--- config.mk ---
export PLATFORM = sky130hd
export DESIGN_NAME = alu
export DESIGN_NICKNAME = d
export VERILOG_FILES = /design/src/source/rv32_pkg.sv /design/src/source/alu.sv
export SDC_FILE = /design/constraint.sdc
export NUM_CORES = 1
export LEC_CHECK = 0
export ABC_AREA = 1
export BUFFER_PORTS_ARGS = -buffer_cell sky130_fd_sc_hd__buf_2
export CAP_MARGIN = 10
export CORE_ASPECT_RATIO = 0.7
export CORE_MARGIN = 5
export CORE_UTILIZATION = 40
export DETAILED_ROUTE_END_ITERATION = 7
export SYNTH_ARGS = -nofsm -noshare
export SYNTH_HDL_FRONTEND = slang
export SYNTH_SLANG_ARGS = --single-unit
--- constraint.sdc ---
create_clock -name vclk -period 4.1
set_clock_uncertainty 0.05 [all_clocks]
set_input_delay 0.41 -clock vclk [all_inputs]
set_output_delay 0.41 -clock vclk [all_outputs]
set_load 0.005 [all_outputs]
--- src/source/rv32_pkg.sv ---
// RV32I shared definitions
`default_nettype none

package rv32_pkg;

  // Data words and addresses
  typedef logic [31:0] word_t;
  // Register index
  typedef logic [4:0] reg_addr_t;
  // Major opcode field
  typedef logic [6:0] opcode_t;
  // Write-back source code
  typedef logic [1:0] wb_sel_t;

  // Supported major opcodes
  localparam opcode_t OPC_LUI    = 7'b0110111;
  localparam opcode_t OPC_AUIPC  = 7'b0010111;
  localparam opcode_t OPC_JAL    = 7'b1101111;
  localparam opcode_t OPC_JALR   = 7'b1100111;
  localparam opcode_t OPC_BRANCH = 7'b1100011;
  localparam opcode_t OPC_LOAD   = 7'b0000011;
  localparam opcode_t OPC_STORE  = 7'b0100011;
  localparam opcode_t OPC_OP_IMM = 7'b0010011;
  localparam opcode_t OPC_OP     = 7'b0110011;
  localparam opcode_t OPC_SYSTEM = 7'b1110011;

  // Write-back sources
  localparam wb_sel_t WB_ALU  = 2'd0;
  localparam wb_sel_t WB_PC4  = 2'd1;
  localparam wb_sel_t WB_LOAD = 2'd2;
  localparam wb_sel_t WB_IMM  = 2'd3;

  typedef enum logic [3:0] {
    ALU_ADD, ALU_SUB, ALU_SLL, ALU_SLT, ALU_SLTU,
    ALU_XOR, ALU_SRL, ALU_SRA, ALU_OR, ALU_AND
  } alu_op_t;

  // Signedness of loads travels on its own flag
  typedef enum logic [1:0] {MEM_BYTE, MEM_HALF, MEM_WORD} mem_size_t;

endpackage

`default_nettype wire

--- src/source/alu.sv ---
// RV32I integer ALU
`timescale 1ns/1ns
`default_nettype none

module alu (
  input  rv32_pkg::alu_op_t op,
  input  rv32_pkg::word_t   a,
  input  rv32_pkg::word_t   b,
  output rv32_pkg::word_t   y
);
  import rv32_pkg::*;

  logic [4:0] shamt;

  // Only the low five bits of b shift
  assign shamt = b[4:0];

  always_comb begin
    case (op)
      ALU_ADD:  y = a + b;
      ALU_SUB:  y = a - b;
      ALU_SLL:  y = a << shamt;
      ALU_SLT:  y = {31'b0, $signed(a) < $signed(b)};
      ALU_SLTU: y = {31'b0, a < b};
      ALU_XOR:  y = a ^ b;
      ALU_SRL:  y = a >> shamt;
      ALU_SRA:  y = $signed(a) >>> shamt;
      ALU_OR:   y = a | b;
      ALU_AND:  y = a & b;
      default:  y = '0;
    endcase
  end

endmodule

`default_nettype wire

==> results.yml <==
timing:
  fmax_ghz: 0.289
  tns_ps: 0
  final-setup-viol-count: 0
  worst_slew_pin_slew_ps: 788
  relSlewSlack_pct: 47.5
  layout_setup_ws_ps: 645
  rsz0062_at_grt: "false"
  period_minus_slack_ps: 3460
  drv_slew: 0
  hold_viol: 0
  fin_crit_sh_pct: 84.3
drt:
  vias: 14200
  wl_per_cell_um: 22.2
  drt_pass1_iterations: 8
  ant_nets: 0
  drtIter0Drc: 2144
  routed_wl_um: 53800
  drc: 0
  avgViaCountPerCell: 5.88
pwr:
  combPwrFrac_pct: 100.0
  p_leak_nw: 6.14
  p_switching_w: 0.00103
  switching_share_pct: 71.9
  p_int_w: 0.000402
  irDropWorstVdd_uv: 106
  seqPwrFrac_pct: 0
  clock_power_share_pct: 0
  powerDensity_nw_per_um2: 135
critical_path:
  setup.worst_path.start_class: "input port"
  critPathRequiredTime_ps: 3640
  critPathKind: "input port to primary output"
  arrival_ps: 3000
  critPathMaxFanout: 7
  end_kind: "primary output"
finish:
  antenna_cells: 0
  nets: 2266
  area_growth_pct: 5.78
  fillers: 2980
  seq_area_um2: 0
  fin_area_um2: 10600
  layout-drive-gt1-share_pct: 7.35
  fin_cells: 2420
  clock_buffers: 0
  seq_cells: 0
  fin_util_pct: 43.0
floorplan:
  start_util_pct: 40.7
  rows: 48
  core_um2: 24700
  die_y_um: 143
  die_area_um2: 28400
  chipWidth_um: 199
  ios: 100
global_route:
  grt_first_pass_wirelength_um: 78400
  antenna_found_initial: 0
  grt_max_degree: 71
  groute.usage.overall_pct: 36.1
  grt_pass1_vias: 12500
  grt_overflow_total: 0
place:
  hpwl_um: 44500
  place_ws_ps: 784
  placed_cells: 2420
  placed_cell_area_um2: 10600
  gp_congestion: 1.06
  place.port_buffers: 100
run:
  cap_violations: 0
outcome:
  status: "finished, final reports clean"
worst_hold_path:
  min_path_type: "input port to primary output"
synth:
  ys_top_cells_by_area: "nand2_1 (26%), nand3_1 (19%), ha_1 (12%)"
  synth_top_area_cell: "nand2_1"
  syn-cell-area_um2: 10000
  post_synth_num_cell_types: 47
  syn_area_per_cell_um2: 4.87
  post-synth-top-count-cell: "nand2_1"
  ys_warn_count: 0
  synth_common_cells: "nand2_1 (698), nand3_1 (389), inv_1 (285)"
  synth-seq-area-share_pct: 0
  syn_inst: 2063
  yosysTopAreaCellShare_pct: 26.1
  synth_nets: 2232
clock_tree:
  cts_hold_buf: 0
  ctsResizeCount: 0
  post-cts-setup-buffers: 0
==> cells in the final DEF (no fill, tap or decap), drive strengths merged, types with 2 or more instances in the layout <==
master / count
a211oi: 2
a21o: 2
a21oi: 86
a221oi: 5
and2: 11
buf: 121
fa: 2
ha: 99
inv: 296
nand2: 702
nand3: 390
nand3b: 4
nand4: 35
nor2: 171
nor3: 16
nor4: 3
o211ai: 22
o21ai: 77
o21bai: 15
o221ai: 4
o22ai: 21
xor2: 3
==> worst max-delay path, cell delays in order <==
cell and delay (ps):
buf_2 170, inv_1 60, ha_1 480, inv_1 330
nand2_1 160, nor2_1 200, nand2_1 210, nor2_1 140
nand2_1 170, nand3_1 130, nand2_1 50, nand3_1 60
nand2_1 110, inv_1 80, nand2_1 80, buf_2 140
==> routing by layer <==
| metal | wire (um) | up-vias | track usage, % |
|---|---|---|---|
| met5 | 69 | - | 1.85 |
| met4 | 1590 | 2 | 8.79 |
| met3 | 7800 | 59 | 11.2 |
| met2 | 20200 | 975 | 48.4 |
| met1 | 24100 | 6440 | 55.0 |
| li1 | - | 6747 | - |
==> per-stage QoR <==
step                      total power, W  hold slack (ps)
final                            0.00143             1290
after global routing             0.00155             1330
after CTS                        0.00137             1280
after detailed placement         0.00136             1280
after global placement           0.00136             1270
after floorplan                 0.000892              978
==> layout make-up <==
type	count	area, um^2	share of cell area, %
multi-input cells	1677	8420	79.3
inverters	297	1120	10.6
repair buffers	121	671	6.32
well taps	325	407	3.83
==> power by group through the flow <==
stage / clock network, W / registers (W) / logic (W)
2_1_floorplan: 0 / 0 / 0.000892
4_1_cts: 0 / 0 / 0.00137
3_3_place_gp: 0 / 0 / 0.00136
5_1_grt: 0 / 0 / 0.00155
6_report: 0 / 0 / 0.00143
3_5_place_dp: 0 / 0 / 0.00136
==> cells by family (layout without fill, tap and decap cells) <==
kind of cell / Yosys count / in the layout / share of synthesized area (%)
xor gates and xnor gates: 3 / 3 / 0.262
and+or+nand+nor: 1335 / 1335 / 56.9
AOI/OAI and AO/OA: 237 / 237 / 13.8
muxes: 1 / 1 / 0.0997
adders and majority gates: 101 / 101 / 12.7
buffers and inverters: 386 / 418 / 16.1
==> worst paths after layout <==
kind	endpoint	startpoint	cells past startpoint
worst max-delay path	y[23]	a[22]	16
worst min-delay path	y[0]	op[1]	6
(Power assumes the default switching activity.)
