--- config.mk ---
export PLATFORM = sky130hd
export DESIGN_NAME = reg_file
export DESIGN_NICKNAME = d
export VERILOG_FILES = /design/src/source/rv32_pkg.sv /design/src/source/reg_file.sv
export SDC_FILE = /design/constraint.sdc
export NUM_CORES = 2
export LEC_CHECK = 0
export BUFFER_PORTS_ARGS = -buffer_cell sky130_fd_sc_hd__buf_4
export CAP_MARGIN = 20
export CELL_PAD_IN_SITES_DETAIL_PLACEMENT = 1
export CELL_PAD_IN_SITES_GLOBAL_PLACEMENT = 1
export CORE_MARGIN = 3
export CORE_UTILIZATION = 55
export DETAILED_ROUTE_END_ITERATION = 10
export PLACE_DENSITY_LB_ADDON = 0.25
export SYNTH_ARGS = -nofsm -noshare
export SYNTH_HDL_FRONTEND = slang
export SYNTH_SLANG_ARGS = --single-unit
--- constraint.sdc ---
create_clock -name clk -period 6.36 [get_ports clk]
set_input_delay 0.636 -clock clk [delete_from_list [all_inputs] [get_ports clk]]
set_output_delay 0.636 -clock clk [all_outputs]
set_load 0.01 [all_outputs]
--- src/source/rv32_pkg.sv ---
// RV32I shared definitions
`default_nettype none

package rv32_pkg;

  // Data words and addresses
  typedef logic [31:0] word_t;
  // Register index
  typedef logic [4:0] reg_addr_t;
  // Major opcode field
  typedef logic [6:0] opcode_t;
  // Write-back source code
  typedef logic [1:0] wb_sel_t;

  // Supported major opcodes
  localparam opcode_t OPC_LUI    = 7'b0110111;
  localparam opcode_t OPC_AUIPC  = 7'b0010111;
  localparam opcode_t OPC_JAL    = 7'b1101111;
  localparam opcode_t OPC_JALR   = 7'b1100111;
  localparam opcode_t OPC_BRANCH = 7'b1100011;
  localparam opcode_t OPC_LOAD   = 7'b0000011;
  localparam opcode_t OPC_STORE  = 7'b0100011;
  localparam opcode_t OPC_OP_IMM = 7'b0010011;
  localparam opcode_t OPC_OP     = 7'b0110011;
  localparam opcode_t OPC_SYSTEM = 7'b1110011;

  // Write-back sources
  localparam wb_sel_t WB_ALU  = 2'd0;
  localparam wb_sel_t WB_PC4  = 2'd1;
  localparam wb_sel_t WB_LOAD = 2'd2;
  localparam wb_sel_t WB_IMM  = 2'd3;

  typedef enum logic [3:0] {
    ALU_ADD, ALU_SUB, ALU_SLL, ALU_SLT, ALU_SLTU,
    ALU_XOR, ALU_SRL, ALU_SRA, ALU_OR, ALU_AND
  } alu_op_t;

  // Signedness of loads travels on its own flag
  typedef enum logic [1:0] {MEM_BYTE, MEM_HALF, MEM_WORD} mem_size_t;

endpackage

`default_nettype wire

--- src/source/reg_file.sv ---
// RV32I register file
`timescale 1ns/1ns
`default_nettype none

module reg_file (
  input  logic                clk,
  input  logic                reset,
  input  rv32_pkg::reg_addr_t rs1,
  input  rv32_pkg::reg_addr_t rs2,
  input  rv32_pkg::reg_addr_t rd,
  input  logic                wen,
  input  rv32_pkg::word_t     w_data,
  output rv32_pkg::word_t     rs1_data,
  output rv32_pkg::word_t     rs2_data
);
  import rv32_pkg::*;

  word_t regs [32];

  // Write at the edge, x0 never written
  always_ff @(posedge clk) begin
    if (reset) begin
      for (int i = 0; i < 32; i++) begin
        regs[i] <= '0;
      end
    end else if (wen && rd != '0) begin
      regs[rd] <= w_data;
    end
  end

  // Combinational reads, x0 hardwired to zero
  assign rs1_data = (rs1 == '0) ? '0 : regs[rs1];
  assign rs2_data = (rs2 == '0) ? '0 : regs[rs2];

endmodule

`default_nettype wire

==> impl_metrics.csv <==
group,metric,value,unit
floorplan,coreArea,97300,um^2
finish,filler_cell_count,8672,
synthesis,synth_top_family_by_area,"multiplexers",
synthesis,ys_seq_elements,1024,
worst_setup_path,critPathMaxFanout,20,
clocking,cts_inserted_buffers,110,
finish,multi_input_area,21900,um^2
finish,largest_reg_flops,1024,
synthesis,synth-compound-area-share,0.0365,
synthesis,muxShareOfSynthArea,0.230,
floorplan,fp.dieArea,102000,um^2
timing,finalCritPeriodShare,0.740,
global_routing,antenna_found_initial,15,
routing,drtAntennaViolNets,0,
synthesis,synth-xor-area-share,0,
worst_setup_path,start_kind,"input pin",
floorplan,io_pins,114,
power,p_per_area,271,nW/um^2
finish,synthToLayoutAreaGrowth,9.99,%
synthesis,synthFlopType,"edfxtp_1",
routing,drt_pass1_iterations,6,
global_routing,grt_use_total,0.374,
clocking,cts_tree,"done",
worst_setup_path,cp.depth,8,
clocking,cts_root_buf,"clkbuf_16",
floorplan,fp.dieH,320,um
place,dpl_cell_area,56200,um^2
timing,slew_headroom,0.188,
routing,finalWirelength,191,mm
status,status,"complete, no violations",
timing,rsz0062_at_grt,"no",
synthesis,synth_cells,3502,
worst_setup_path,critPathTopFamily,"compound AO/OA/AOI/OAI gates",
clocking,clkSinkCount,1024,
clocking,post_cts_buffers,0,
synthesis,synth-simple-area-share,0.133,
timing,timing.hold.ws,0.460,ns
synthesis,synth-edff-count,1024,
worst_setup_path,endpoint_kind,"output port",
synthesis,synth.avg_cell_area,15.5,um^2
timing,fin_crit,4.71,ns
clocking,cts_resized,0,
worst_setup_path,path_cells,"buf_4 -> buf_4 -> or3_1 -> buf_12 -> o22ai_1 -> a2111oi_1 -> nor3_1 -> buf_4",
clocking,ctsHtreeMaxLevel,3,
place,post-place-ws,1.92,ns
finish,top_register,"regs",
finish,register_area,30700,um^2
synthesis,synth_cell_type_count,42,
timing,max_freq,212,MHz
routing,wl_per_cell,39.2,um
worst_setup_path,slowest_delay,1.11,ns
routing,vias_per_cell,7.33,
flow_run,cap_violations,0,
finish,drive_above_1_share,0.265,
clocking,clockBufferDepth,3,
worst_setup_path,path_buf_inv,4,
worst_setup_path,cp.arrival,4.07,ns
synthesis,syn-cell-area,54300,um^2
global_routing,grt_max_degree,107,
timing,finalSetupTns,0,ns
timing,setup_viol,0,
clocking,hold_buffers,0,
routing,drtIter0Drc,5415,
worst_setup_path,crit_type,"in -> out",
timing,setup_slack,1.65,ns
routing,drc,0,
floorplan,start_util,0.558,
place,io_buffers,113,
floorplan,die_x,320,um
worst_setup_path,startpoint,"rs2[3]",
synthesis,synthAdderAreaFrac,0,
global_routing,grt_pass1_vias,37700,
finish,largestRegisters,"regs (1024)",
global_routing,met1_usage,0.476,
finish,final_cell_area,59700,um^2
power,ir_worst_vdd,0.238,mV
finish,finalNetCount,3538,
worst_setup_path,slowest_stage,"a2111oi_1",
global_routing,globalRouteMet2Util,0.595,
synthesis,ys.warnings.count,0,
synthesis,seq_area_frac_synth,0.567,
timing,slew_violations,0,
place,place_congestion,0.898,
clocking,path_clk_slew,0.06,ns
worst_setup_path,cpMostUsedCell,"buf_4",
global_routing,grt_pass1_wl,272,mm
synthesis,async_reset_ff_frac,0,
hold_path,hp-class,"in -> reg",
timing,worst_pin_slew,1.21,ns
global_routing,gr-total-overflow,0,
global_routing,grt.busiest_layer,"met2",
worst_setup_path,crit_end,"rs2_data[3]",
power,power.leakage,20.6,nW
worst_setup_path,cp.required,5.72,ns
timing,finalHoldViolCount,0,
global_routing,grt_use_met3,0.0797,
floorplan,rows,114,
place,dpl.hpwl,115,mm
routing,vias,35600,
[layer usage]
| metal | vias up | wire (um) |
|---|---|---|
| met1 | 18600 | 65800 |
| met3 | 671 | 20600 |
| li1 | 13600 | - |
| met4 | 4 | 13000 |
| met2 | 2756 | 91300 |
| met5 | - | 25 |
[cells by family after synthesis]
logic type / count (synthesis)
compound gates: 259
buf+inv: 389
flops: 1024
mux: 652
other cells: 1
simple gates: 1177
[report_power, final]
part	internal (mW)	switching (mW)	total, mW
clock network	3.36	2.73	6.09
logic	0.849	1.18	2.03
registers	7.81	0.233	8.04
total	12.0	4.14	16.2
[synth_stat cells, types with 33 or more instances]
cell / n / share of area
a2111oi_1: 41 / 0.0076
a22o_1: 51 / 0.0082
and2_1: 995 / 0.11
buf_2: 46 / 0.0042
buf_4: 38 / 0.0053
clkbuf_1: 271 / 0.019
edfxtp_1: 1024 / 0.57
mux2i_1: 150 / 0.028
mux4_2: 472 / 0.20
nor2_1: 36 / 0.0025
nor3_1: 54 / 0.0050
o22ai_1: 103 / 0.012
or2_2: 33 / 0.0038
[how the worst min path moves through the flow]
stage / start / endpoint / slack [ns] / cells past startpoint
after floorplan: w_data[31] / regs[1][31]$_SDFFCE_PN0P_ / 0.83 / 1
after global placement: w_data[29] / regs[3][29]$_SDFFCE_PN0P_ / 1.16 / 2
after detailed placement: w_data[11] / regs[13][11]$_SDFFCE_PN0P_ / 1.18 / 2
after CTS: w_data[29] / regs[3][29]$_SDFFCE_PN0P_ / 0.41 / 2
after global routing: w_data[27] / regs[11][27]$_SDFFCE_PN0P_ / 0.45 / 2
final: w_data[29] / regs[7][29]$_SDFFCE_PN0P_ / 0.46 / 2
[layout make-up]
type | count | share of cell area
sequential | 1024 | 0.515
multi-input combinational | 2120 | 0.367
clock buffer | 133 | 0.0476
timing repair buffer | 230 | 0.0345
tap | 1276 | 0.0268
clock inverter | 69 | 0.00811
antenna | 7 | 0.000294
inverter | 2 | 0.000126
[metrics by stage]
step | power (mW) | instances | util
finish | 16.2 | 4861 | 0.613
global placement | 10.0 | 4643 | 0.577
global route | 16.5 | 4854 | 0.613
CTS | 16.1 | 4850 | 0.612
detailed placement | 10.1 | 4648 | 0.578
floorplan | 9.26 | 3533 | -
[cells in the final DEF, fill, tap and decap left out, types with 7 or more instances in the layout]
master     netlist  routed
edfxtp_1      1024    1024
and2_1         995     994
mux4_2         472     472
buf_4           38     202
mux2i_1        150     150
clkbuf_16        0     110
o22ai_1        103     103
nor3_1          54      54
a22o_1          51      51
a2111oi_1       41      41
clkinv_1         0      37
or2_2           33      33
conb_1           1      32
nor2_2           0      31
mux2_2          30      30
clkbuf_1       271      23
buf_12           0      21
clkinv_2         0      20
a22oi_1         16      16
a2111oi_0       14      14
a21oi_1         12      12
nor2b_1         14      12
diode_2          0       7
nand2_1          7       7
a211oi_1         7       7
No activity file was read; power rests on OpenSTA's default activity.
