$ cat src/source/rv32_pkg.sv
// RV32I shared definitions
`default_nettype none

package rv32_pkg;

  // Data words and addresses
  typedef logic [31:0] word_t;
  // Register index
  typedef logic [4:0] reg_addr_t;
  // Major opcode field
  typedef logic [6:0] opcode_t;
  // Write-back source code
  typedef logic [1:0] wb_sel_t;

  // Supported major opcodes
  localparam opcode_t OPC_LUI    = 7'b0110111;
  localparam opcode_t OPC_AUIPC  = 7'b0010111;
  localparam opcode_t OPC_JAL    = 7'b1101111;
  localparam opcode_t OPC_JALR   = 7'b1100111;
  localparam opcode_t OPC_BRANCH = 7'b1100011;
  localparam opcode_t OPC_LOAD   = 7'b0000011;
  localparam opcode_t OPC_STORE  = 7'b0100011;
  localparam opcode_t OPC_OP_IMM = 7'b0010011;
  localparam opcode_t OPC_OP     = 7'b0110011;
  localparam opcode_t OPC_SYSTEM = 7'b1110011;

  // Write-back sources
  localparam wb_sel_t WB_ALU  = 2'd0;
  localparam wb_sel_t WB_PC4  = 2'd1;
  localparam wb_sel_t WB_LOAD = 2'd2;
  localparam wb_sel_t WB_IMM  = 2'd3;

  typedef enum logic [3:0] {
    ALU_ADD, ALU_SUB, ALU_SLL, ALU_SLT, ALU_SLTU,
    ALU_XOR, ALU_SRL, ALU_SRA, ALU_OR, ALU_AND
  } alu_op_t;

  // Signedness of loads travels on its own flag
  typedef enum logic [1:0] {MEM_BYTE, MEM_HALF, MEM_WORD} mem_size_t;

endpackage

`default_nettype wire

$ cat src/source/decode_if.sv
// Decoded control bundle
`timescale 1ns/1ns
`default_nettype none

interface decode_if;
  import rv32_pkg::*;

  alu_op_t   alu_op;
  // High selects pc as operand a
  logic      alu_a_sel;
  // High selects the immediate as operand b
  logic      alu_b_sel;
  // Sign-extended immediate for the decoded format
  word_t     imm;
  wb_sel_t   w_sel;
  logic      reg_wen;
  logic      is_branch, is_jump, jump_reg;
  logic      mem_ren, mem_wen;
  mem_size_t mem_size;
  logic      load_unsigned;
  logic      halt_req;
  logic [2:0] funct3;

  modport ctrl (
    output alu_op, alu_a_sel, alu_b_sel, imm, w_sel, reg_wen,
    output is_branch, is_jump, jump_reg, mem_ren, mem_wen, mem_size,
    output load_unsigned, halt_req, funct3
  );

  modport dp (
    input alu_op, alu_a_sel, alu_b_sel, imm, w_sel, reg_wen,
    input is_branch, is_jump, jump_reg, mem_ren, mem_wen, mem_size,
    input load_unsigned, halt_req, funct3
  );

endinterface

`default_nettype wire

$ cat src/source/branch_res.sv
// Branch condition and target
`timescale 1ns/1ns
`default_nettype none

module branch_res (
  decode_if.dp            dec,
  input  rv32_pkg::word_t rs1_data,
  input  rv32_pkg::word_t rs2_data,
  input  rv32_pkg::word_t pc,
  output logic            taken,
  output rv32_pkg::word_t target
);

  logic cond;

  // funct3 selects the comparison
  always_comb begin
    case (dec.funct3)
      3'b000:  cond = (rs1_data == rs2_data);
      3'b001:  cond = (rs1_data != rs2_data);
      3'b100:  cond = ($signed(rs1_data) < $signed(rs2_data));
      3'b101:  cond = ($signed(rs1_data) >= $signed(rs2_data));
      3'b110:  cond = (rs1_data < rs2_data);
      3'b111:  cond = (rs1_data >= rs2_data);
      default: cond = 1'b0;
    endcase
  end

  // Taken only for real branches
  assign taken  = dec.is_branch & cond;
  // B-immediate arrives on the shared imm field
  assign target = pc + dec.imm;

endmodule

`default_nettype wire

$ cat src/flat_wrapper.sv
// flat-port wrapper written by rule: the top's interface ports become plain ports
module branch_res_flat 
  (rs1_data, rs2_data, pc, taken, target, dec_alu_op, dec_alu_a_sel, dec_alu_b_sel, dec_imm, dec_w_sel, dec_reg_wen, dec_is_branch, dec_is_jump, dec_jump_reg, dec_mem_ren, dec_mem_wen, dec_mem_size, dec_load_unsigned, dec_halt_req, dec_funct3);
  decode_if dec_i ();
  input  rv32_pkg::word_t rs1_data;
  input  rv32_pkg::word_t rs2_data;
  input  rv32_pkg::word_t pc;
  output logic taken;
  output rv32_pkg::word_t target;
  input wire logic [$bits(dec_i.alu_op)-1:0] dec_alu_op;
  input wire logic [$bits(dec_i.alu_a_sel)-1:0] dec_alu_a_sel;
  input wire logic [$bits(dec_i.alu_b_sel)-1:0] dec_alu_b_sel;
  input wire logic [$bits(dec_i.imm)-1:0] dec_imm;
  input wire logic [$bits(dec_i.w_sel)-1:0] dec_w_sel;
  input wire logic [$bits(dec_i.reg_wen)-1:0] dec_reg_wen;
  input wire logic [$bits(dec_i.is_branch)-1:0] dec_is_branch;
  input wire logic [$bits(dec_i.is_jump)-1:0] dec_is_jump;
  input wire logic [$bits(dec_i.jump_reg)-1:0] dec_jump_reg;
  input wire logic [$bits(dec_i.mem_ren)-1:0] dec_mem_ren;
  input wire logic [$bits(dec_i.mem_wen)-1:0] dec_mem_wen;
  input wire logic [$bits(dec_i.mem_size)-1:0] dec_mem_size;
  input wire logic [$bits(dec_i.load_unsigned)-1:0] dec_load_unsigned;
  input wire logic [$bits(dec_i.halt_req)-1:0] dec_halt_req;
  input wire logic [$bits(dec_i.funct3)-1:0] dec_funct3;
  assign dec_i.alu_op = dec_alu_op;
  assign dec_i.alu_a_sel = dec_alu_a_sel;
  assign dec_i.alu_b_sel = dec_alu_b_sel;
  assign dec_i.imm = dec_imm;
  assign dec_i.w_sel = dec_w_sel;
  assign dec_i.reg_wen = dec_reg_wen;
  assign dec_i.is_branch = dec_is_branch;
  assign dec_i.is_jump = dec_is_jump;
  assign dec_i.jump_reg = dec_jump_reg;
  assign dec_i.mem_ren = dec_mem_ren;
  assign dec_i.mem_wen = dec_mem_wen;
  assign dec_i.mem_size = dec_mem_size;
  assign dec_i.load_unsigned = dec_load_unsigned;
  assign dec_i.halt_req = dec_halt_req;
  assign dec_i.funct3 = dec_funct3;
  branch_res u_core (.dec(dec_i), .rs1_data(rs1_data), .rs2_data(rs2_data), .pc(pc), .taken(taken), .target(target));
endmodule
$ cat config.mk
export PLATFORM = sky130hd
export DESIGN_NAME = branch_res_flat
export DESIGN_NICKNAME = d
export VERILOG_FILES = /design/src/source/rv32_pkg.sv /design/src/source/decode_if.sv /design/src/source/branch_res.sv /design/src/flat_wrapper.sv
export SDC_FILE = /design/constraint.sdc
export NUM_CORES = 1
export LEC_CHECK = 0
export ABC_AREA = 1
export ABC_CLOCK_PERIOD_IN_PS = 4410
export BUFFER_PORTS_ARGS = -buffer_cell sky130_fd_sc_hd__buf_2
export CAP_MARGIN = 20
export CORE_MARGIN = 10
export CORE_UTILIZATION = 49
export DETAILED_ROUTE_END_ITERATION = 12
export PLACE_DENSITY = 0.9
export SLEW_MARGIN = 20
export SYNTH_ARGS = -nofsm -noshare
export SYNTH_HDL_FRONTEND = slang
export SYNTH_SLANG_ARGS = --single-unit
$ cat constraint.sdc
create_clock -name vclk -period 4.41
set_clock_uncertainty 0.15 [all_clocks]
set_input_delay 0.882 -clock vclk [all_inputs]
set_output_delay 0.882 -clock vclk [all_outputs]
set_load 0.02 [all_outputs]
==> flow_metrics.py <==
metrics = {
    "power_and_ir_drop": {
        "combPwrFrac_pct": 100.0,
        "power.share.switching_pct": 61.3,
        "post-layout-total-power_mw": 0.571,
        "cell_internal_pwr_mw": 0.221,
        "total_switching_power_mw": 0.350,
        "share_clk_of_total_power_pct": 0,
        "p_leak_nw": 2.27,
        "pwr_density_nw_per_um2": 155,
        "power.share.sequential_pct": 0,
        "ir_drop_v": 0.000120,
    },
    "sta": {
        "finalHoldViolations": 0,
        "setup_viol_count_final": 0,
        "timing.final.crit_period_ps": 3900,
        "achievable-frequency_mhz": 256,
        "timing_worst_slew_pin_value_ps": 393,
        "hold-worst-slack_ps": 1930,
        "timing.setup.tns_ps": 0,
        "rsz0062_at_grt": "false",
        "setup_slack_after_layout_ps": 509,
        "finalCritPeriodShare_pct": 88.5,
        "slew_headroom_pct": 73.6,
        "final-max-slew-violation-count": 0,
    },
    "min_path": {
        "timing.hold.worst.class": "input port to output pin",
    },
    "worst_setup_path": {
        "worst_setup_path_start_kind": "input port",
        "worstPathMaxFanout": 4,
        "worst_setup_path_class": "input port to output pin",
        "worstPathArrival_ps": 2870,
        "critical_path.endpoint_type": "output pin",
        "critical_path_required_ps": 3380,
    },
    "final_layout": {
        "nFlopsAndLatches": 0,
        "antenna_cells": 0,
        "utilization_pct": 67.0,
        "seq_area_sq_um": 0,
        "synthToLayoutAreaGrowth_pct": 33.0,
        "clk_buf": 0,
        "final_instance_area_sq_um": 3690,
        "instances_no_fill": 698,
        "final_net_count": 841,
        "share_of_post_route_cells_with_drive_strength_above_1_pct": 30.8,
    },
    "job": {
        "max-cap-violations": 0,
    },
    "global_route": {
        "first_global_vias": 3819,
        "grt-ovfl-total": 0,
        "pin_count_of_the_biggest_net_entering_global_routing": 7,
        "grt_first_pass_wirelength_mm": 15.7,
        "antenna_violations_before_repair": 0,
        "grtUsageTotal_pct": 19.9,
    },
    "die": {
        "placementRows": 27,
        "start_util_pct": 50.4,
        "die_area_sq_um": 9070,
        "chipWidth_microns": 95.3,
        "die-height_microns": 95.3,
        "io-pin-count": 182,
        "core_region_area_sq_um": 5510,
    },
    "synthesis": {
        "synth_area_sq_um": 2780,
        "total_nets_after_synthesis": 674,
        "post-synth-top-area-fraction_pct": 28.4,
        "count_of_mapped_cells_out_of_synthesis": 461,
        "synth.largest_area_cell": "sky130_fd_sc_hd__ha_1",
        "yosysSeqAreaShare_pct": 0,
        "yosys.cell_types.count": 33,
        "yosys_warnings": 0,
        "cells_taking_the_most_area_after_synthesis": "sky130_fd_sc_hd__ha_1 (28%), sky130_fd_sc_hd__nand2_1 (14%), sky130_fd_sc_hd__inv_1 (11%)",
        "postSynthAreaPerCell_sq_um": 6.02,
    },
    "cts": {
        "cts_repair_resize_count": 0,
        "postCtsSetupRepairBufs": 0,
        "hold_buffers": 0,
    },
    "routing": {
        "postRouteWirelength_mm": 9.72,
        "post-route-drc-count": 0,
        "wire_per_inst_microns": 13.9,
        "total_number_of_vias": 3651,
        "number_of_vias_per_cell": 5.23,
        "drt_iter0_markers": 119,
        "drt.antenna.violating_nets": 0,
        "firstDrtPassIters": 6,
    },
    "placement": {
        "routabilityCongestion": 0.959,
        "dpl.hpwl_mm": 8.91,
        "placement.io_buffers": 165,
        "post_dp_cell_area_sq_um": 3690,
        "dp_slack_ps": 541,
        "place.detailed.instances": 698,
    },
    "status": {
        "status": "finished clean",
    },
}
Yosys cell counts, drive strengths merged:
cell type and count:
a21boi 1, a21o 11, a21oi 47, a221oi 1, a31oi 4, and3 1, fa 1, ha 63
inv 87, nand2 106, nand3 23, nand3b 1, nand4 5, nor2 46, nor3 8, o211ai 1
o21a 1, o21ai 19, o21bai 2, o221ai 1, o31a 1, o31ai 2, xnor2 12, xor2 17
power groups by stage:
stage	Sequential, mW	Clock [mW]	Combinational (mW)
floorplan	0	0	0.372
global placement	0	0	0.552
detailed placement	0	0	0.566
CTS	0	0	0.571
global route	0	0	0.631
finish	0	0	0.571
layout by cell type, fill, tap and decap left out, drive strengths merged, types with 8 or more instances in the layout:
master,n
nand3,23
o21ai,19
xor2,17
xnor2,12
a21o,11
a21oi,47
inv,87
nor3,8
buf,165
ha,63
nor2,46
nand2,106
routing by layer:
metal  vias up  global-route usage, %  part of all wire [%]
met5         -                      0                     0
met4         0                   2.49                   1.0
met3        10                   4.87                    11
met2       160                   39.0                    49
met1      1629                   21.3                    39
li1       1852                      -                     -
cells by family after synthesis:
group | share of synthesized area, %
fa+ha+maj | 29.1
buf+inv | 11.8
simple gates | 29.1
compound gates | 20.8
xor+xnor | 9.15
worst max-delay path, cell delays in order:
cell and delay [ps]:
sky130_fd_sc_hd__buf_2 80, sky130_fd_sc_hd__ha_1 160, sky130_fd_sc_hd__inv_1 60, sky130_fd_sc_hd__fa_1 420, sky130_fd_sc_hd__o21ai_2 260, sky130_fd_sc_hd__a21oi_4 120, sky130_fd_sc_hd__o21ai_4 220, sky130_fd_sc_hd__nand2_2 70
sky130_fd_sc_hd__nand2_2 100, sky130_fd_sc_hd__nand3_2 70, sky130_fd_sc_hd__nand2_1 80, sky130_fd_sc_hd__xor2_1 150, sky130_fd_sc_hd__buf_2 180
cell type report:
type / instances / area, sq um
Multi-Input combinational cell: 374 / 2450
Fill cell: 519 / 1820
Timing Repair Buffer: 165 / 826
Inverter: 87 / 327
Tap cell: 72 / 90.1
worst paths after layout:
check | endpoint | start | slack [ps] | cells after the start
setup / recovery | target[28] | dec_imm[0] | 510 | 13
hold / removal | taken | dec_is_branch | 1930 | 4
(Power assumes the default switching activity.)
