`config.mk`:
```
export PLATFORM = sky130hd
export DESIGN_NAME = control_unit_flat
export DESIGN_NICKNAME = d
export VERILOG_FILES = /design/src/source/rv32_pkg.sv /design/src/source/decode_if.sv /design/src/source/control_unit.sv /design/src/flat_wrapper.sv
export SDC_FILE = /design/constraint.sdc
export NUM_CORES = 1
export LEC_CHECK = 0
export ABC_AREA = 1
export BUFFER_PORTS_ARGS = -buffer_cell sky130_fd_sc_hd__buf_2
export CAP_MARGIN = 20
export CORE_MARGIN = 3
export CORE_UTILIZATION = 39
export DETAILED_ROUTE_END_ITERATION = 10
export MAX_ROUTING_LAYER = met4
export PLACE_DENSITY = 0.95
export SKIP_LAST_GASP = 1
export SLEW_MARGIN = 40
export SYNTH_ARGS = -nofsm -noshare
export SYNTH_HDL_FRONTEND = slang
export SYNTH_SLANG_ARGS = --single-unit
```
`constraint.sdc`:
```
create_clock -name vclk -period 2.5
set_input_delay 0.5 -clock vclk [all_inputs]
set_output_delay 0.5 -clock vclk [all_outputs]
set_load 0.02 [all_outputs]
```
`src/source/rv32_pkg.sv`:
```
// RV32I shared definitions
`default_nettype none

package rv32_pkg;

  // Data words and addresses
  typedef logic [31:0] word_t;
  // Register index
  typedef logic [4:0] reg_addr_t;
  // Major opcode field
  typedef logic [6:0] opcode_t;
  // Write-back source code
  typedef logic [1:0] wb_sel_t;

  // Supported major opcodes
  localparam opcode_t OPC_LUI    = 7'b0110111;
  localparam opcode_t OPC_AUIPC  = 7'b0010111;
  localparam opcode_t OPC_JAL    = 7'b1101111;
  localparam opcode_t OPC_JALR   = 7'b1100111;
  localparam opcode_t OPC_BRANCH = 7'b1100011;
  localparam opcode_t OPC_LOAD   = 7'b0000011;
  localparam opcode_t OPC_STORE  = 7'b0100011;
  localparam opcode_t OPC_OP_IMM = 7'b0010011;
  localparam opcode_t OPC_OP     = 7'b0110011;
  localparam opcode_t OPC_SYSTEM = 7'b1110011;

  // Write-back sources
  localparam wb_sel_t WB_ALU  = 2'd0;
  localparam wb_sel_t WB_PC4  = 2'd1;
  localparam wb_sel_t WB_LOAD = 2'd2;
  localparam wb_sel_t WB_IMM  = 2'd3;

  typedef enum logic [3:0] {
    ALU_ADD, ALU_SUB, ALU_SLL, ALU_SLT, ALU_SLTU,
    ALU_XOR, ALU_SRL, ALU_SRA, ALU_OR, ALU_AND
  } alu_op_t;

  // Signedness of loads travels on its own flag
  typedef enum logic [1:0] {MEM_BYTE, MEM_HALF, MEM_WORD} mem_size_t;

endpackage

`default_nettype wire

```
`src/source/decode_if.sv`:
```
// Decoded control bundle
`timescale 1ns/1ns
`default_nettype none

interface decode_if;
  import rv32_pkg::*;

  alu_op_t   alu_op;
  // High selects pc as operand a
  logic      alu_a_sel;
  // High selects the immediate as operand b
  logic      alu_b_sel;
  // Sign-extended immediate for the decoded format
  word_t     imm;
  wb_sel_t   w_sel;
  logic      reg_wen;
  logic      is_branch, is_jump, jump_reg;
  logic      mem_ren, mem_wen;
  mem_size_t mem_size;
  logic      load_unsigned;
  logic      halt_req;
  logic [2:0] funct3;

  modport ctrl (
    output alu_op, alu_a_sel, alu_b_sel, imm, w_sel, reg_wen,
    output is_branch, is_jump, jump_reg, mem_ren, mem_wen, mem_size,
    output load_unsigned, halt_req, funct3
  );

  modport dp (
    input alu_op, alu_a_sel, alu_b_sel, imm, w_sel, reg_wen,
    input is_branch, is_jump, jump_reg, mem_ren, mem_wen, mem_size,
    input load_unsigned, halt_req, funct3
  );

endinterface

`default_nettype wire

```
`src/source/control_unit.sv`:
```
// RV32I instruction decoder
`timescale 1ns/1ns
`default_nettype none

module control_unit (
  input rv32_pkg::word_t instr,
  decode_if.ctrl         dec
);
  import rv32_pkg::*;

  opcode_t    opcode;
  logic [2:0] funct3;
  word_t      imm_i, imm_s, imm_b, imm_u, imm_j;
  alu_op_t    arith_op;

  assign opcode = instr[6:0];
  assign funct3 = instr[14:12];

  // Immediate formats, all sign extended from bit 31
  assign imm_i = {{20{instr[31]}}, instr[31:20]};
  assign imm_s = {{20{instr[31]}}, instr[31:25], instr[11:7]};
  assign imm_b = {{19{instr[31]}}, instr[31], instr[7], instr[30:25], instr[11:8], 1'b0};
  assign imm_u = {instr[31:12], 12'b0};
  assign imm_j = {{11{instr[31]}}, instr[31], instr[19:12], instr[20], instr[30:21], 1'b0};

  // OP and OP-IMM operation from funct3, bit 30 picks sub and sra
  always_comb begin
    case (funct3)
      3'b000:  arith_op = (opcode == OPC_OP && instr[30]) ? ALU_SUB : ALU_ADD;
      3'b001:  arith_op = ALU_SLL;
      3'b010:  arith_op = ALU_SLT;
      3'b011:  arith_op = ALU_SLTU;
      3'b100:  arith_op = ALU_XOR;
      3'b101:  arith_op = instr[30] ? ALU_SRA : ALU_SRL;
      3'b110:  arith_op = ALU_OR;
      default: arith_op = ALU_AND;
    endcase
  end

  always_comb begin
    // Defaults leave an unknown opcode without any effect
    dec.alu_op        = ALU_ADD;
    dec.alu_a_sel     = 1'b0;
    dec.alu_b_sel     = 1'b1;
    dec.imm           = imm_i;
    dec.w_sel         = WB_ALU;
    dec.reg_wen       = 1'b0;
    dec.is_branch     = 1'b0;
    dec.is_jump       = 1'b0;
    dec.jump_reg      = 1'b0;
    dec.mem_ren       = 1'b0;
    dec.mem_wen       = 1'b0;
    dec.load_unsigned = funct3[2];
    dec.halt_req      = 1'b0;
    dec.funct3        = funct3;
    // Loads and stores share the size encoding in funct3
    case (funct3[1:0])
      2'b00:   dec.mem_size = MEM_BYTE;
      2'b01:   dec.mem_size = MEM_HALF;
      default: dec.mem_size = MEM_WORD;
    endcase
    case (opcode)
      OPC_LUI: begin
        dec.imm     = imm_u;
        dec.w_sel   = WB_IMM;
        dec.reg_wen = 1'b1;
      end
      OPC_AUIPC: begin
        dec.imm       = imm_u;
        dec.alu_a_sel = 1'b1;
        dec.reg_wen   = 1'b1;
      end
      OPC_JAL: begin
        dec.imm     = imm_j;
        dec.w_sel   = WB_PC4;
        dec.reg_wen = 1'b1;
        dec.is_jump = 1'b1;
      end
      OPC_JALR: begin
        dec.w_sel    = WB_PC4;
        dec.reg_wen  = 1'b1;
        dec.is_jump  = 1'b1;
        dec.jump_reg = 1'b1;
      end
      OPC_BRANCH: begin
        dec.imm       = imm_b;
        dec.is_branch = 1'b1;
      end
      OPC_LOAD: begin
        dec.w_sel   = WB_LOAD;
        dec.reg_wen = 1'b1;
        dec.mem_ren = 1'b1;
      end
      OPC_STORE: begin
        dec.imm     = imm_s;
        dec.mem_wen = 1'b1;
      end
      OPC_OP_IMM: begin
        // Shift amount sits in the low five immediate bits
        dec.alu_op  = arith_op;
        dec.reg_wen = 1'b1;
      end
      OPC_OP: begin
        dec.alu_op    = arith_op;
        dec.alu_b_sel = 1'b0;
        dec.reg_wen   = 1'b1;
      end
      OPC_SYSTEM: dec.halt_req = 1'b1;
      default: ;
    endcase
  end

endmodule

`default_nettype wire

```
`src/flat_wrapper.sv`:
```
// flat-port wrapper written by rule: the top's interface ports become plain ports
module control_unit_flat import rv32_pkg::*;
  (instr, dec_alu_op, dec_alu_a_sel, dec_alu_b_sel, dec_imm, dec_w_sel, dec_reg_wen, dec_is_branch, dec_is_jump, dec_jump_reg, dec_mem_ren, dec_mem_wen, dec_mem_size, dec_load_unsigned, dec_halt_req, dec_funct3);
  decode_if dec_i ();
  input rv32_pkg::word_t instr;
  output wire logic [$bits(dec_i.alu_op)-1:0] dec_alu_op;
  output wire logic [$bits(dec_i.alu_a_sel)-1:0] dec_alu_a_sel;
  output wire logic [$bits(dec_i.alu_b_sel)-1:0] dec_alu_b_sel;
  output wire logic [$bits(dec_i.imm)-1:0] dec_imm;
  output wire logic [$bits(dec_i.w_sel)-1:0] dec_w_sel;
  output wire logic [$bits(dec_i.reg_wen)-1:0] dec_reg_wen;
  output wire logic [$bits(dec_i.is_branch)-1:0] dec_is_branch;
  output wire logic [$bits(dec_i.is_jump)-1:0] dec_is_jump;
  output wire logic [$bits(dec_i.jump_reg)-1:0] dec_jump_reg;
  output wire logic [$bits(dec_i.mem_ren)-1:0] dec_mem_ren;
  output wire logic [$bits(dec_i.mem_wen)-1:0] dec_mem_wen;
  output wire logic [$bits(dec_i.mem_size)-1:0] dec_mem_size;
  output wire logic [$bits(dec_i.load_unsigned)-1:0] dec_load_unsigned;
  output wire logic [$bits(dec_i.halt_req)-1:0] dec_halt_req;
  output wire logic [$bits(dec_i.funct3)-1:0] dec_funct3;
  assign dec_alu_op = dec_i.alu_op;
  assign dec_alu_a_sel = dec_i.alu_a_sel;
  assign dec_alu_b_sel = dec_i.alu_b_sel;
  assign dec_imm = dec_i.imm;
  assign dec_w_sel = dec_i.w_sel;
  assign dec_reg_wen = dec_i.reg_wen;
  assign dec_is_branch = dec_i.is_branch;
  assign dec_is_jump = dec_i.is_jump;
  assign dec_jump_reg = dec_i.jump_reg;
  assign dec_mem_ren = dec_i.mem_ren;
  assign dec_mem_wen = dec_i.mem_wen;
  assign dec_mem_size = dec_i.mem_size;
  assign dec_load_unsigned = dec_i.load_unsigned;
  assign dec_halt_req = dec_i.halt_req;
  assign dec_funct3 = dec_i.funct3;
  control_unit u_core (.instr(instr), .dec(dec_i));
endmodule
```
==> results by stage <==
Place:
- The weighted congestion reported at the end of routability-driven placement is 0.756.
- The detailed placement HPWL is 2210 µm.
- The minimum setup slack after placement is 362 ps.
- The total placed instance area is 1180 µm².
- The number of buffers added on ports is 85.

Setup path:
- The most critical setup path has its startpoint at instr[2].
- The critical path data required time is 2000 ps.
- Counting buffers and inverters, the worst setup path is 9 cells deep.
- The kind of critical path is in2out.
- Counting both buffers and inverters, the worst setup path holds a total of 4.
- The startpoint class of the critical path is a primary input.
- The most prevalent standard cell on the critical path is sky130_fd_sc_hd__buf_2.
- The critical path data arrival time is 1650 ps.
- STA classifies the critical path endpoint as an output port.
- Of all nets on the critical path, the largest fanout is 8.
- The kind of cell adding the most delay to the critical path is simple AND/OR/NAND/NOR gates.
- For this design, the slowest cell found on the critical path is sky130_fd_sc_hd__nor3_4.
- On the worst path, the slowest cell contributes a delay of 270 ps.
- The critical path ends at dec_imm[19].
- The critical path goes through buf_2 > inv_2 > nand2_2 > nor2_4 > inv_4 > nor3_4 > a21oi_1 > nand2_1 > buf_2.

Cells and area:
- The share of the core filled with cells in the final layout is 65.8%.
- In the finished layout, the clock tree contains a buffer count of 0.
- The number of flip-flops and latches is 0.
- The finished cells cover 1180 µm².
- The area added between synthesis and finish is 52.0%.
- Summing all multi-input logic gate instances after layout gives 617 µm².
- For this run, the post-layout net count is 259.
- The storage element area is 0 µm².
- Counting the fill cells in the layout gives 193.
- The post-route netlist has 46.2% of its cells at a drive strength greater than 1.
- The antenna cell count is 0.

Synth:
- Synthesis instantiated 23 different standard cells from the library.
- The instance count of the mapped netlist is 148.
- The total of warnings raised by yosys is 0.
- After synthesis, flip-flops and latches occupy 0% of the total area.
- The number of nets produced by synthesis is 180.
- Summing every instance area after synthesis gives 779 µm².
- The synthesized area per cell is 5.27 µm².

Floorplanning:
- After floorplanning, the core was sized to cover 1800 µm².
- The die extent in x is 50.7 µm.
- The count of standard-cell rows is 15.
- The full die area is 2570 µm².
- The initial utilization of the core area, before any placement, comes to 43.3%.
- The height of the chip is 50.7 µm.
- For this design the top-level I/O count stands at 85.

Power and ir drop:
- For this design the static power due to leakage is 0.000829 µW.
- The power per standard cell area is 160 nW/µm².
- The maximum resistive drop on vdd is 0.0890 mV.

Routing:
- The total wire length is 2520 µm.
- The average via count per standard cell is 4.64.
- The number of detailed-routing iterations run before antenna repair is 4.
- The number of routed nets with antenna violations is 0.
- The average routed wire per standard cell is 10.1 µm.
- The routed layout has 1,159 vias.
- The initial DRC count is 9.
- The count of unresolved DRC violations after routing is 0.

Global routing:
- For this run, global-route usage on met2 was measured as 37.8%.
- The number of global-route vias before repair is 1,019.
- The first-pass GRT wire length is 4010 µm.
- The met3 usage is 0.890%.
- Global routing consumed, on the met1 layer, 22.2% of the routing resources.
- The number of antenna violations at the first check in global routing is 0.
- The most heavily used metal layer in global routing is met2.
- After global routing the overflow that remains totals 0.
- The largest net degree at the start of global routing is 15.
- The total routing usage reported by global routing is 19.1%.

Timing:
- The shortest period the worst path allows is 2150 ps.
- The final hold slack is 1280 ps.
- Setup slack closes at 354 ps.
- The final hold violation count is 0.
- The relative max-transition margin is 78.7%.
- The number of pins with negative max-slew slack in the final report is 0.
- Setup violations remaining at the end of the flow were counted as 0.
- The final-layout setup total negative slack is 0 ps.
- At the pin with the least slew margin, the transition time is 319 ps.
- The final clock period utilization by the worst path is 85.8%.
- Setup repair after global routing left no endpoint under its margin.
- The maximum operating frequency is 466 MHz.

Clock tree:
- The buffers inserted during post-CTS setup optimization is 0.
- After clock tree synthesis, the repair step resized 0 gates.
- The hold buffer count at CTS is 0.

Min path:
- The tightest min-delay check is of the in2out type.

Run:
- The count of max-cap constraint violations is 0.

Run status:
- The run finished with clean final reports.
## logic make-up (layout without fill, tap and decap cells)
logic type	after synthesis	count (layout)	share of synthesized area, %
AND/OR/NAND/NOR	85	85	62.1
buffers and inverters	37	114	20.9
AO/OA/AOI/OAI	26	26	17.0
## power breakdown
| group | leakage [µW] | switching [µW] | internal [µW] | total, µW |
|---|---|---|---|---|
| combinational | 0.000829 | 125 | 64.6 | 190 |
| sequential | 0 | 0 | 0 | 0 |
| clock | 0 | 0 | 0 | 0 |
| total | 0.000829 | 125 | 64.6 | 190 |
## per-stage QoR
stage / std cells / total power [µW]
after global placement: 250 / 188
after CTS: 250 / 191
after floorplan: 148 / 120
after global routing: 250 / 207
after detailed placement: 250 / 190
final: 250 / 190
## worst min-delay path by stage
stage,start,endpoint,cells past startpoint
after detailed placement,instr[12],dec_funct3[0],2
final,instr[12],dec_funct3[0],2
after global placement,instr[12],dec_funct3[0],2
after global routing,instr[12],dec_funct3[0],2
after CTS,instr[12],dec_funct3[0],2
after floorplan,instr[5],dec_alu_a_sel,1
## cells in the final DEF, fill, tap and decap left out, drive strengths merged
cell type  synthesis  routed
a211oi             1       1
inv               29      29
o21ai             14      14
nor2              21      21
nand2             51      51
nor3               5       5
a21oi             11      11
nand3b             1       1
nand4              2       2
buf                7      85
nand3              5       5
## cells in the mapped netlist, types with 3 or more instances
cell type,number,area [µm²]
sky130_fd_sc_hd__inv_1,25,93.8
sky130_fd_sc_hd__inv_2,3,11.3
sky130_fd_sc_hd__o21ai_1,4,20.0
sky130_fd_sc_hd__nand2_4,3,33.8
sky130_fd_sc_hd__nand2_1,44,165
sky130_fd_sc_hd__buf_4,5,37.5
sky130_fd_sc_hd__a21oi_1,11,55.1
sky130_fd_sc_hd__o21ai_0,10,50.1
sky130_fd_sc_hd__nor3_4,3,48.8
sky130_fd_sc_hd__nand3_1,5,25.0
sky130_fd_sc_hd__nor2_1,16,60.1
## layer usage
| layer | part of all wire, % | wire length [µm] |
|---|---|---|
| met1 | 43 | 1070 |
| met2 | 51 | 1290 |
| met3 | 6.0 | 152 |
| met4 | 0 | 0 |
| met5 | 0 | 0 |
## layout make-up
class / count / area share, %
well taps: 25 / 2.64
multi-input cells: 111 / 52.1
repair buffers: 85 / 35.9
inverters: 29 / 9.40
No activity file was read; power rests on OpenSTA's default activity.
